==> src/hdl/zipdbg_pkg.sv <==
`default_nettype none

package zipdbg_pkg;

	//////////////////////
	// Debug bus geometry
	//////////////////////

	// Byte address width of the debug bus
	localparam int DBG_ADDR_W = 8;
	// Byte offset bits, dropped from every address
	localparam int DBG_LSB = 2;

	// Word address bit selecting CPU register space
	localparam int SPACE_BIT = 5;

	//////////////////////
	// Command word bits
	//////////////////////

	localparam int RESET_BIT = 6;
	localparam int STEP_BIT = 8;
	localparam int HALT_BIT = 10;
	localparam int CLEAR_CACHE_BIT = 11;

	// Initial CPU reset length in cycles
	localparam int RESET_DURATION = 10;
	// Halt out of reset and on a break
	localparam bit START_HALTED = 1'b1;

	//////////////////////
	// Shared types
	//////////////////////

	typedef logic [DBG_ADDR_W-1:0] dbg_baddr_t;
	typedef logic [DBG_ADDR_W-DBG_LSB-1:0] dbg_addr_t;
	typedef logic [31:0] dbg_word_t;
	typedef logic [3:0] dbg_strb_t;
	typedef logic [4:0] reg_idx_t;
	// Z, C, N style condition flags from the CPU
	typedef logic [2:0] cc_t;
	// Reset-hold down counter
	typedef logic [$clog2(RESET_DURATION+1)-1:0] rst_cnt_t;

	// Accepted write to the control word
	typedef struct packed {
		dbg_word_t data;
		dbg_strb_t strb;
	} cmd_word_t;

	// One write into the CPU register file
	typedef struct packed {
		reg_idx_t  idx;
		dbg_word_t data;
	} reg_write_t;

	// Command levels toward the CPU
	typedef struct packed {
		logic reset;
		logic halt;
		logic step;
		logic clear_cache;
	} run_state_t;

	// Run control FSM
	typedef enum logic [1:0] {
		RESET_HOLD = 2'd0,
		HALTED     = 2'd1,
		RUNNING    = 2'd2
	} run_ctrl_state_e;

endpackage

`default_nettype wire
==> src/hdl/zipdbg_top.sv <==
`timescale 1ns/1ps
`default_nettype none

module zipdbg_top import zipdbg_pkg::*; (
	input  wire        S_AXI_ACLK,
	input  wire        S_AXI_ARESETN,
	input  wire        i_interrupt,
	input  wire        i_cpu_reset,
	// AXI-lite debug bus
	input  wire        i_dbg_awvalid,
	output logic       o_dbg_awready,
	input  dbg_baddr_t i_dbg_awaddr,
	input  wire        i_dbg_wvalid,
	output logic       o_dbg_wready,
	input  dbg_word_t  i_dbg_wdata,
	input  dbg_strb_t  i_dbg_wstrb,
	output logic       o_dbg_bvalid,
	input  wire        i_dbg_bready,
	output logic [1:0] o_dbg_bresp,
	input  wire        i_dbg_arvalid,
	output logic       o_dbg_arready,
	input  dbg_baddr_t i_dbg_araddr,
	output logic       o_dbg_rvalid,
	input  wire        i_dbg_rready,
	output dbg_word_t  o_dbg_rdata,
	output logic [1:0] o_dbg_rresp,
	// CPU debug port
	output logic       o_cmd_reset,
	output logic       o_cmd_halt,
	output logic       o_cmd_step,
	output logic       o_cmd_clear_cache,
	output logic       o_dbg_we,
	output reg_idx_t   o_dbg_wreg,
	output dbg_word_t  o_dbg_wdata,
	output reg_idx_t   o_dbg_rreg,
	input  dbg_word_t  i_dbg_rdata,
	input  wire        i_dbg_stall,
	input  wire        i_cpu_break,
	input  cc_t        i_dbg_cc
);

	logic       cmd_valid;
	cmd_word_t  cmd;
	logic       reg_accept;
	reg_write_t dbg_write;
	run_state_t run;
	dbg_word_t  status;

	// Write side
	dbg_write_port u_wr (
		.S_AXI_ACLK(S_AXI_ACLK),
		.S_AXI_ARESETN(S_AXI_ARESETN),
		.i_awvalid(i_dbg_awvalid),
		.o_awready(o_dbg_awready),
		.i_awaddr(i_dbg_awaddr),
		.i_wvalid(i_dbg_wvalid),
		.o_wready(o_dbg_wready),
		.i_wdata(i_dbg_wdata),
		.i_wstrb(i_dbg_wstrb),
		.o_bvalid(o_dbg_bvalid),
		.i_bready(i_dbg_bready),
		.o_bresp(o_dbg_bresp),
		.i_dbg_stall(i_dbg_stall),
		.o_cmd_valid(cmd_valid),
		.o_cmd(cmd),
		.o_reg_accept(reg_accept),
		.o_dbg_we(o_dbg_we),
		.o_dbg_write(dbg_write)
	);

	// Read side
	dbg_read_port u_rd (
		.S_AXI_ACLK(S_AXI_ACLK),
		.S_AXI_ARESETN(S_AXI_ARESETN),
		.i_arvalid(i_dbg_arvalid),
		.o_arready(o_dbg_arready),
		.i_araddr(i_dbg_araddr),
		.o_rvalid(o_dbg_rvalid),
		.i_rready(i_dbg_rready),
		.o_rdata(o_dbg_rdata),
		.o_rresp(o_dbg_rresp),
		.o_dbg_rreg(o_dbg_rreg),
		.i_dbg_rdata(i_dbg_rdata),
		.i_status(status)
	);

	// Reset, halt, step, cache clear
	cpu_run_control u_run (
		.S_AXI_ACLK(S_AXI_ACLK),
		.S_AXI_ARESETN(S_AXI_ARESETN),
		.i_cpu_reset(i_cpu_reset),
		.i_interrupt(i_interrupt),
		.i_cmd_valid(cmd_valid),
		.i_cmd(cmd),
		.i_reg_accept(reg_accept),
		.i_dbg_stall(i_dbg_stall),
		.i_cpu_break(i_cpu_break),
		.i_dbg_cc(i_dbg_cc),
		.o_run(run),
		.o_status(status)
	);

	// Struct fields out to the CPU port
	assign o_dbg_wreg = dbg_write.idx;
	assign o_dbg_wdata = dbg_write.data;
	assign o_cmd_reset = run.reset;
	assign o_cmd_halt = run.halt;
	assign o_cmd_step = run.step;
	assign o_cmd_clear_cache = run.clear_cache;

endmodule

`default_nettype wire

==> src/hdl/cpu_run_control.sv <==
`timescale 1ns/1ps
`default_nettype none

module cpu_run_control import zipdbg_pkg::*; (
	input  wire        S_AXI_ACLK,
	input  wire        S_AXI_ARESETN,
	input  wire        i_cpu_reset,
	input  wire        i_interrupt,
	// Strobes from the write port
	input  wire        i_cmd_valid,
	input  cmd_word_t  i_cmd,
	input  wire        i_reg_accept,
	// CPU state
	input  wire        i_dbg_stall,
	input  wire        i_cpu_break,
	input  cc_t        i_dbg_cc,
	// Command levels and status
	output run_state_t o_run,
	output dbg_word_t  o_status
);

	run_ctrl_state_e state;
	rst_cnt_t        rst_cnt;
	logic            cmd_reset;
	logic            cmd_step;
	logic            cmd_clear_cache;
	logic            halt_lvl;
	logic            ctl_write;
	logic            halt_set;
	logic            halt_clr;

	//////////////////////
	// Command decode
	//////////////////////

	// Halt, step and cache bits sit in strobe lane 1
	assign ctl_write = i_cmd_valid && i_cmd.strb[1];

	// Any set wins over a release
	assign halt_set = (i_cpu_break && START_HALTED)
		|| (ctl_write && i_cmd.data[HALT_BIT] && !i_cmd.data[STEP_BIT])
		|| i_reg_accept
		|| cmd_step
		|| cmd_clear_cache
		|| (ctl_write && i_cmd.data[CLEAR_CACHE_BIT]);

	assign halt_clr = ctl_write && (!i_cmd.data[HALT_BIT] || i_cmd.data[STEP_BIT]);

	//////////////////////
	// Reset hold
	//////////////////////

	// Reloaded on any reset, counts down to zero
	always_ff @(posedge S_AXI_ACLK)
	begin
		if (!S_AXI_ARESETN || i_cpu_reset)
			rst_cnt <= rst_cnt_t'(RESET_DURATION);
		else if (rst_cnt != '0)
			rst_cnt <= rst_cnt - 1'b1;
	end

	// Hold, then halt or run by the command rules
	always_ff @(posedge S_AXI_ACLK)
	begin
		if (!S_AXI_ARESETN || i_cpu_reset)
			state <= RESET_HOLD;
		else
		begin
			case (state)
			RESET_HOLD:
				if (rst_cnt <= rst_cnt_t'(1))
					state <= START_HALTED ? HALTED : RUNNING;
			default:
				if (cmd_reset && START_HALTED)
					state <= HALTED;
				else if (halt_set)
					state <= HALTED;
				else if (halt_clr)
					state <= RUNNING;
			endcase
		end
	end

	assign halt_lvl = (state == HALTED) || ((state == RESET_HOLD) && START_HALTED);

	// Trails the hold by one cycle, or a single pulse per reset command
	always_ff @(posedge S_AXI_ACLK)
	begin
		if (!S_AXI_ARESETN || i_cpu_reset)
			cmd_reset <= 1'b1;
		else if (state == RESET_HOLD)
			cmd_reset <= 1'b1;
		else if (i_cpu_break && !START_HALTED)
			cmd_reset <= 1'b1;
		else
			cmd_reset <= i_cmd_valid && i_cmd.strb[0] && i_cmd.data[RESET_BIT];
	end

	//////////////////////
	// Step and cache levels
	//////////////////////

	// Step lasts until the CPU takes it
	always_ff @(posedge S_AXI_ACLK)
	begin
		if (!S_AXI_ARESETN || i_cpu_reset)
			cmd_step <= 1'b0;
		else if (ctl_write && i_cmd.data[STEP_BIT])
			cmd_step <= 1'b1;
		else if (!i_dbg_stall)
			cmd_step <= 1'b0;
	end

	// Cache clear drops once the CPU sits halted
	always_ff @(posedge S_AXI_ACLK)
	begin
		if (!S_AXI_ARESETN || cmd_reset)
			cmd_clear_cache <= 1'b0;
		else if (ctl_write && i_cmd.data[CLEAR_CACHE_BIT])
			cmd_clear_cache <= 1'b1;
		else if (halt_lvl && !i_dbg_stall)
			cmd_clear_cache <= 1'b0;
	end

	assign o_run = '{
		reset:       cmd_reset,
		halt:        halt_lvl,
		step:        cmd_step,
		clear_cache: cmd_clear_cache
	};

	// Status: 16 int, 15 break, 14:12 cc, 10 halt, 9 ready, 7 int, 6 reset
	assign o_status = {15'h0, i_interrupt, i_cpu_break, i_dbg_cc,
		1'b0, halt_lvl, !i_dbg_stall, 1'b0,
		i_interrupt, cmd_reset, 6'h0};

endmodule

`default_nettype wire

==> src/hdl/dbg_read_port.sv <==
`timescale 1ns/1ps
`default_nettype none

module dbg_read_port import zipdbg_pkg::*; (
	input  wire        S_AXI_ACLK,
	input  wire        S_AXI_ARESETN,
	// AR channel
	input  wire        i_arvalid,
	output logic       o_arready,
	input  dbg_baddr_t i_araddr,
	// R channel
	output logic       o_rvalid,
	input  wire        i_rready,
	output dbg_word_t  o_rdata,
	output logic [1:0] o_rresp,
	// CPU register read port
	output reg_idx_t   o_dbg_rreg,
	input  dbg_word_t  i_dbg_rdata,
	// Status word from run control
	input  dbg_word_t  i_status
);

	dbg_addr_t ar_addr;
	logic      ar_valid;
	logic      read_ready;
	logic      is_reg;
	logic      rd_pending;

	// Address skid
	skid_buffer #(
		.DW($bits(dbg_addr_t))
	) u_ar_skid (
		.S_AXI_ACLK(S_AXI_ACLK),
		.S_AXI_ARESETN(S_AXI_ARESETN),
		.i_valid(i_arvalid),
		.o_ready(o_arready),
		.i_data(i_araddr[DBG_ADDR_W-1:DBG_LSB]),
		.o_valid(ar_valid),
		.i_ready(read_ready),
		.o_data(ar_addr)
	);

	//////////////////////
	// Acceptance
	//////////////////////

	assign is_reg = ar_addr[SPACE_BIT];

	// One register read in flight at most, and R slot must be free
	assign read_ready = ar_valid && !rd_pending && (!o_rvalid || i_rready);

	// CPU sees the index in the acceptance cycle
	assign o_dbg_rreg = ar_addr[4:0];

	// CPU answers one cycle later
	always_ff @(posedge S_AXI_ACLK)
	begin
		if (!S_AXI_ARESETN)
			rd_pending <= 1'b0;
		else
			rd_pending <= read_ready && is_reg;
	end

	//////////////////////
	// R response
	//////////////////////

	// Status next cycle, register data the cycle after
	always_ff @(posedge S_AXI_ACLK)
	begin
		if (!S_AXI_ARESETN)
			o_rvalid <= 1'b0;
		else if (!o_rvalid || i_rready)
			o_rvalid <= (read_ready && !is_reg) || rd_pending;
	end

	// Held while the response waits on RREADY
	always_ff @(posedge S_AXI_ACLK)
	begin
		if (!o_rvalid || i_rready)
			o_rdata <= rd_pending ? i_dbg_rdata : i_status;
	end

	assign o_rresp = 2'b00;

endmodule

`default_nettype wire

==> src/hdl/dbg_write_port.sv <==
`timescale 1ns/1ps
`default_nettype none

module dbg_write_port import zipdbg_pkg::*; (
	input  wire        S_AXI_ACLK,
	input  wire        S_AXI_ARESETN,
	// AW channel
	input  wire        i_awvalid,
	output logic       o_awready,
	input  dbg_baddr_t i_awaddr,
	// W channel
	input  wire        i_wvalid,
	output logic       o_wready,
	input  dbg_word_t  i_wdata,
	input  dbg_strb_t  i_wstrb,
	// B channel
	output logic       o_bvalid,
	input  wire        i_bready,
	output logic [1:0] o_bresp,
	// CPU side
	input  wire        i_dbg_stall,
	output logic       o_cmd_valid,
	output cmd_word_t  o_cmd,
	output logic       o_reg_accept,
	output logic       o_dbg_we,
	output reg_write_t o_dbg_write
);

	dbg_addr_t aw_addr;
	cmd_word_t w_word;
	logic      aw_valid;
	logic      w_valid;
	logic      write_ready;
	logic      is_cmd;
	logic      write_stall;

	//////////////////////
	// Skid buffers
	//////////////////////

	skid_buffer #(
		.DW($bits(dbg_addr_t))
	) u_aw_skid (
		.S_AXI_ACLK(S_AXI_ACLK),
		.S_AXI_ARESETN(S_AXI_ARESETN),
		.i_valid(i_awvalid),
		.o_ready(o_awready),
		.i_data(i_awaddr[DBG_ADDR_W-1:DBG_LSB]),
		.o_valid(aw_valid),
		.i_ready(write_ready),
		.o_data(aw_addr)
	);

	// Data and strobe travel together
	skid_buffer #(
		.DW($bits(cmd_word_t))
	) u_w_skid (
		.S_AXI_ACLK(S_AXI_ACLK),
		.S_AXI_ARESETN(S_AXI_ARESETN),
		.i_valid(i_wvalid),
		.o_ready(o_wready),
		.i_data({i_wdata, i_wstrb}),
		.o_valid(w_valid),
		.i_ready(write_ready),
		.o_data(w_word)
	);

	//////////////////////
	// Acceptance
	//////////////////////

	// Low half of the word space is the control word
	assign is_cmd = !aw_addr[SPACE_BIT];
	// Pending register write the CPU has not taken
	assign write_stall = o_dbg_we && i_dbg_stall;

	// Both halves present, B slot free, no blocked register write
	assign write_ready = aw_valid && w_valid
		&& (!o_bvalid || i_bready)
		&& (is_cmd || (w_word.strb == '0) || !write_stall);

	// One-cycle strobes to run control
	assign o_cmd_valid = write_ready && is_cmd;
	assign o_cmd = w_word;
	assign o_reg_accept = write_ready && !is_cmd && (|w_word.strb);

	// Register write lands one cycle after acceptance, frozen while stalled
	always_ff @(posedge S_AXI_ACLK)
	begin
		if (!S_AXI_ARESETN)
			o_dbg_we <= 1'b0;
		else if (!write_stall)
			o_dbg_we <= o_reg_accept;
	end

	always_ff @(posedge S_AXI_ACLK)
	begin
		if (!write_stall)
			o_dbg_write <= '{idx: aw_addr[4:0], data: w_word.data};
	end

	//////////////////////
	// B response
	//////////////////////

	always_ff @(posedge S_AXI_ACLK)
	begin
		if (!S_AXI_ARESETN)
			o_bvalid <= 1'b0;
		else if (write_ready)
			o_bvalid <= 1'b1;
		else if (i_bready)
			o_bvalid <= 1'b0;
	end

	// Always OKAY
	assign o_bresp = 2'b00;

endmodule

`default_nettype wire

==> src/hdl/skid_buffer.sv <==
`timescale 1ns/1ps
`default_nettype none

module skid_buffer #(
	parameter int DW = 8
) (
	input  wire          S_AXI_ACLK,
	input  wire          S_AXI_ARESETN,
	// Upstream side
	input  wire          i_valid,
	output logic         o_ready,
	input  wire [DW-1:0] i_data,
	// Downstream side
	output logic         o_valid,
	input  wire          i_ready,
	output logic [DW-1:0] o_data
);

	// Held entry
	logic          r_valid;
	logic [DW-1:0] r_data;

	// Entry parks only when upstream hands one over and downstream refuses
	always_ff @(posedge S_AXI_ACLK)
	begin
		if (!S_AXI_ARESETN)
			r_valid <= 1'b0;
		else if (i_valid && !r_valid && !i_ready)
			r_valid <= 1'b1;
		else if (i_ready)
			r_valid <= 1'b0;
	end

	// Capture whenever the slot is empty
	always_ff @(posedge S_AXI_ACLK)
	begin
		if (!r_valid)
			r_data <= i_data;
	end

	// Full slot blocks upstream
	assign o_ready = !r_valid;

	// Held entry first, else straight through
	assign o_valid = i_valid || r_valid;
	assign o_data = r_valid ? r_data : i_data;

endmodule

`default_nettype wire

==> config.mk <==
export PLATFORM = sky130hd
export DESIGN_NAME = zipdbg_top
export DESIGN_NICKNAME = d
export VERILOG_FILES = /design/src/hdl/zipdbg_pkg.sv /design/src/hdl/zipdbg_top.sv /design/src/hdl/cpu_run_control.sv /design/src/hdl/dbg_read_port.sv /design/src/hdl/dbg_write_port.sv /design/src/hdl/skid_buffer.sv
export SDC_FILE = /design/constraint.sdc
export NUM_CORES = 1
export LEC_CHECK = 0
export BUFFER_PORTS_ARGS = -buffer_cell sky130_fd_sc_hd__buf_2
export CAP_MARGIN = 20
export CORE_ASPECT_RATIO = 1.2
export CORE_MARGIN = 3
export CORE_UTILIZATION = 52
export DETAILED_ROUTE_END_ITERATION = 8
export PLACE_DENSITY = 0.93
export SYNTH_ARGS = -nofsm -noshare
export SYNTH_HDL_FRONTEND = slang
export SYNTH_SLANG_ARGS = --single-unit
==> constraint.sdc <==
create_clock -name S_AXI_ACLK -period 4.15 [get_ports S_AXI_ACLK]
set_clock_uncertainty 0.05 [all_clocks]
set_input_delay 0.83 -clock S_AXI_ACLK [delete_from_list [all_inputs] [get_ports S_AXI_ACLK]]
set_output_delay 0.83 -clock S_AXI_ACLK [all_outputs]
set_load 0.005 [all_outputs]
==> impl_metrics.tcl <==
set metrics [dict create \
    status "finished clean" \
    drive_gt1_share_pct 52.8 \
    cts_buffers 17 \
    fmax_mhz 379 \
    grt_first_pass_wirelength_mm 16.6 \
    yosys_warnings 0 \
    timing.final.ws_setup_ns 1.51 \
    synthesis.area_sq_um 4740 \
    grt_overflow 0 \
    yosys.cell_types.count 42 \
    path_max_fanout 41 \
    drt_first_pass_iters 5 \
    ir_drop_mv 0.299 \
    dpl.hpwl_mm 7.62 \
    dieArea_sq_um 10300 \
    yosysSeqAreaShare_pct 70.7 \
    die_w_um 93.2 \
    nets 601 \
    placedCellCount 597 \
    htree_levels 4 \
    finalCritPeriodShare_pct 63.6 \
    post-route-drc-count 0 \
    insertion_delay_ns 0.51 \
    syn_to_final_growth_pct 32.0 \
    cts_tree "done" \
    finalWirelength_mm 10.9 \
    vias 3080 \
    cts_resized 0 \
    cp_top_family "flip-flops" \
    ys_ff_latch 133 \
    ctsHoldBuffers 0 \
    fin_tns_setup_ns 0 \
    min_path_type "reg -> reg" \
    top_layer "met4" \
    rsz0062_at_grt "false" \
    max_stage_delay_ns 0.94 \
    pre_cts_ws_ns 1.50 \
    viasPerCell 4.89 \
    hold_viol 0 \
    period_needed_ns 2.64 \
    initial_utilization_pct 54.5 \
    wl_met1_mm 3.86 \
    postCtsSetupRepairBufs 0 \
    core-area_sq_um 8700 \
    grt_max_degree 42 \
    slew_viol_final 0 \
    port_buffers 177 \
    whs_ns 0.419 \
    grt_antenna_before_repair 0 \
    drtAntennaViolNets 0 \
    fin_cells 630 \
    cts_max_path_buffers 2 \
    cp_num_cells 2 \
    num-fill-cells 575 \
    cp.buffers_inverters 2 \
    cellPowerDensity_nw_per_um2 510 \
    grt_pass1_vias 3265 \
    fp.dieH_um 111 \
    clock_sinks 133 \
    met2_length_mm 6.25 \
    cts_root_buf "clkbuf_8" \
    synthCells 318 \
    met3_length_um 607 \
    initialDrtViolationCount 137 \
    critPathLaunchType "flop" \
    setup_viol 0 \
    slew_headroom_pct 37.8 \
    maxCapViolations 0 \
    place_congestion 0.787 \
    avgSynthCellArea_sq_um 14.9 \
    path_class "reg -> out" \
    p_leak_nw 2.75 \
    min_delay_path_depth 1 \
    row_count 37 \
    n_antenna_cell 0 \
    r2r_cells 5 \
    path_clk_slew_ns 0.06 \
    cp_cell_sequence "inv_1 > buf_2" \
    worst_slew_pin_slew_ns 0.933 \
    worst_path_max_delay_cell "dfxtp_2" \
    wire_per_inst_um 17.4 \
    worst_ep_required_time_ns 3.27 \
    crit_arrival_ns 1.76 \
    end_kind "output port" \
    io-pin-count 186 \
    gr-usage-all-layers_pct 21.5 \
]
placed cells by master (no fill, tap or decap), types with 4 or more instances in the layout:
| master | Yosys | final |
|---|---|---|
| nor2_1 | 14 | 14 |
| nand2b_1 | 5 | 5 |
| buf_2 | 1 | 177 |
| o21ai_0 | 8 | 8 |
| nor2b_1 | 7 | 7 |
| mux2_2 | 50 | 50 |
| and2_1 | 23 | 23 |
| nand2_1 | 14 | 13 |
| clkinv_4 | 0 | 4 |
| inv_1 | 9 | 9 |
| conb_1 | 1 | 4 |
| dfxtp_1 | 64 | 63 |
| edfxtp_1 | 69 | 69 |
| clkbuf_16 | 0 | 17 |
synth_stat cells (all sizes together):
library cell,n,share of area (%)
edfxtp,69,44
nand2b,5,0.66
a211o,1,0.18
nand3,2,0.21
a21oi,3,0.32
clkbuf,5,0.40
a22oi,1,0.16
or4,1,0.16
nor3b,1,0.16
a21boi,1,0.16
nor3,3,0.42
conb,1,0.079
nor4b,3,1.0
xnor2,1,0.18
o221ai,1,0.18
o221a,1,0.24
nand4,2,0.26
buf,14,2.0
o32ai,1,0.18
o21ai,9,1.0
nor2b,7,0.92
o22ai,1,0.13
mux2,50,12
ha,3,0.79
or2,1,0.13
inv,10,0.79
or3,2,0.26
mux2i,3,0.90
nor2,14,1.1
nand2,14,1.1
dfxtp,64,27
and2,23,3.0
o41ai,1,0.18
per-layer routing:
metal	vias to the layer above	GRT usage (%)
met1	1466	22.5
li1	1479	-
met2	117	39.3
met4	0	8.90
met3	18	6.27
met5	-	0
registers in the layout, summed over array words and instances, names as in the netlist, 2 cells and up:
name / count
u_run.state: 2
u_wr.u_w_skid.r_data: 36
u_wr.u_aw_skid.r_data: 6
u_rd.u_ar_skid.r_data: 6
u_rd.o_rdata: 32
u_wr.o_dbg_write: 37
u_run.rst_cnt: 4
power by group:
part	switching (W)	internal, W
Sequential	0.0000539	0.00152
Combinational	0.000124	0.000150
Clock	0.000560	0.000788
Total	0.000738	0.00246
stage by stage:
| stage | utilization [%] | power, W | cell area [sq um] |
|---|---|---|---|
| after global routing | 71.9 | 0.00331 | 6260 |
| after global placement | 65.3 | 0.00184 | 5680 |
| after detailed placement | 65.3 | 0.00187 | 5680 |
| final | 71.9 | 0.00319 | 6260 |
| after CTS | 71.6 | 0.00321 | 6230 |
| after floorplan | - | 0.00172 | 4750 |
final cells by class:
type                            instances  area [sq um]  area share, %
Inverter                               10          37.5          0.600
Tap cell                              117           146           2.34
Timing Repair Buffer                  179           921           14.7
Multi-Input combinational cell        159          1250           20.0
Clock buffer                           19           453           7.24
Sequential cell                       133          3350           53.6
Clock inverter                         13          96.3           1.54
cells by family after synthesis:
group	synth area share [%]
flip-flops	70.7
multiplexers	12.8
AO/OA/AOI/OAI	2.77
adder cells (fa/ha/maj)	0.792
buffers and inverters	3.19
XOR/XNOR	0.185
other	0.0791
AND/OR/NAND/NOR	9.45
path summary, 6_finish.rpt:
check                                 from                  endpoint  slack, ns
setup / recovery     u_wr.u_w_skid.r_valid              o_dbg_wready       1.51
hold / removal    u_rd.u_ar_skid.r_data[4]  u_rd.u_ar_skid.r_data[4]       0.42
setup reg to reg     u_wr.u_w_skid.r_valid            u_run.state[0]       1.87
hold reg to reg   u_rd.u_ar_skid.r_data[4]  u_rd.u_ar_skid.r_data[4]       0.42
Note: power is estimated with default switching activity, not from simulation.
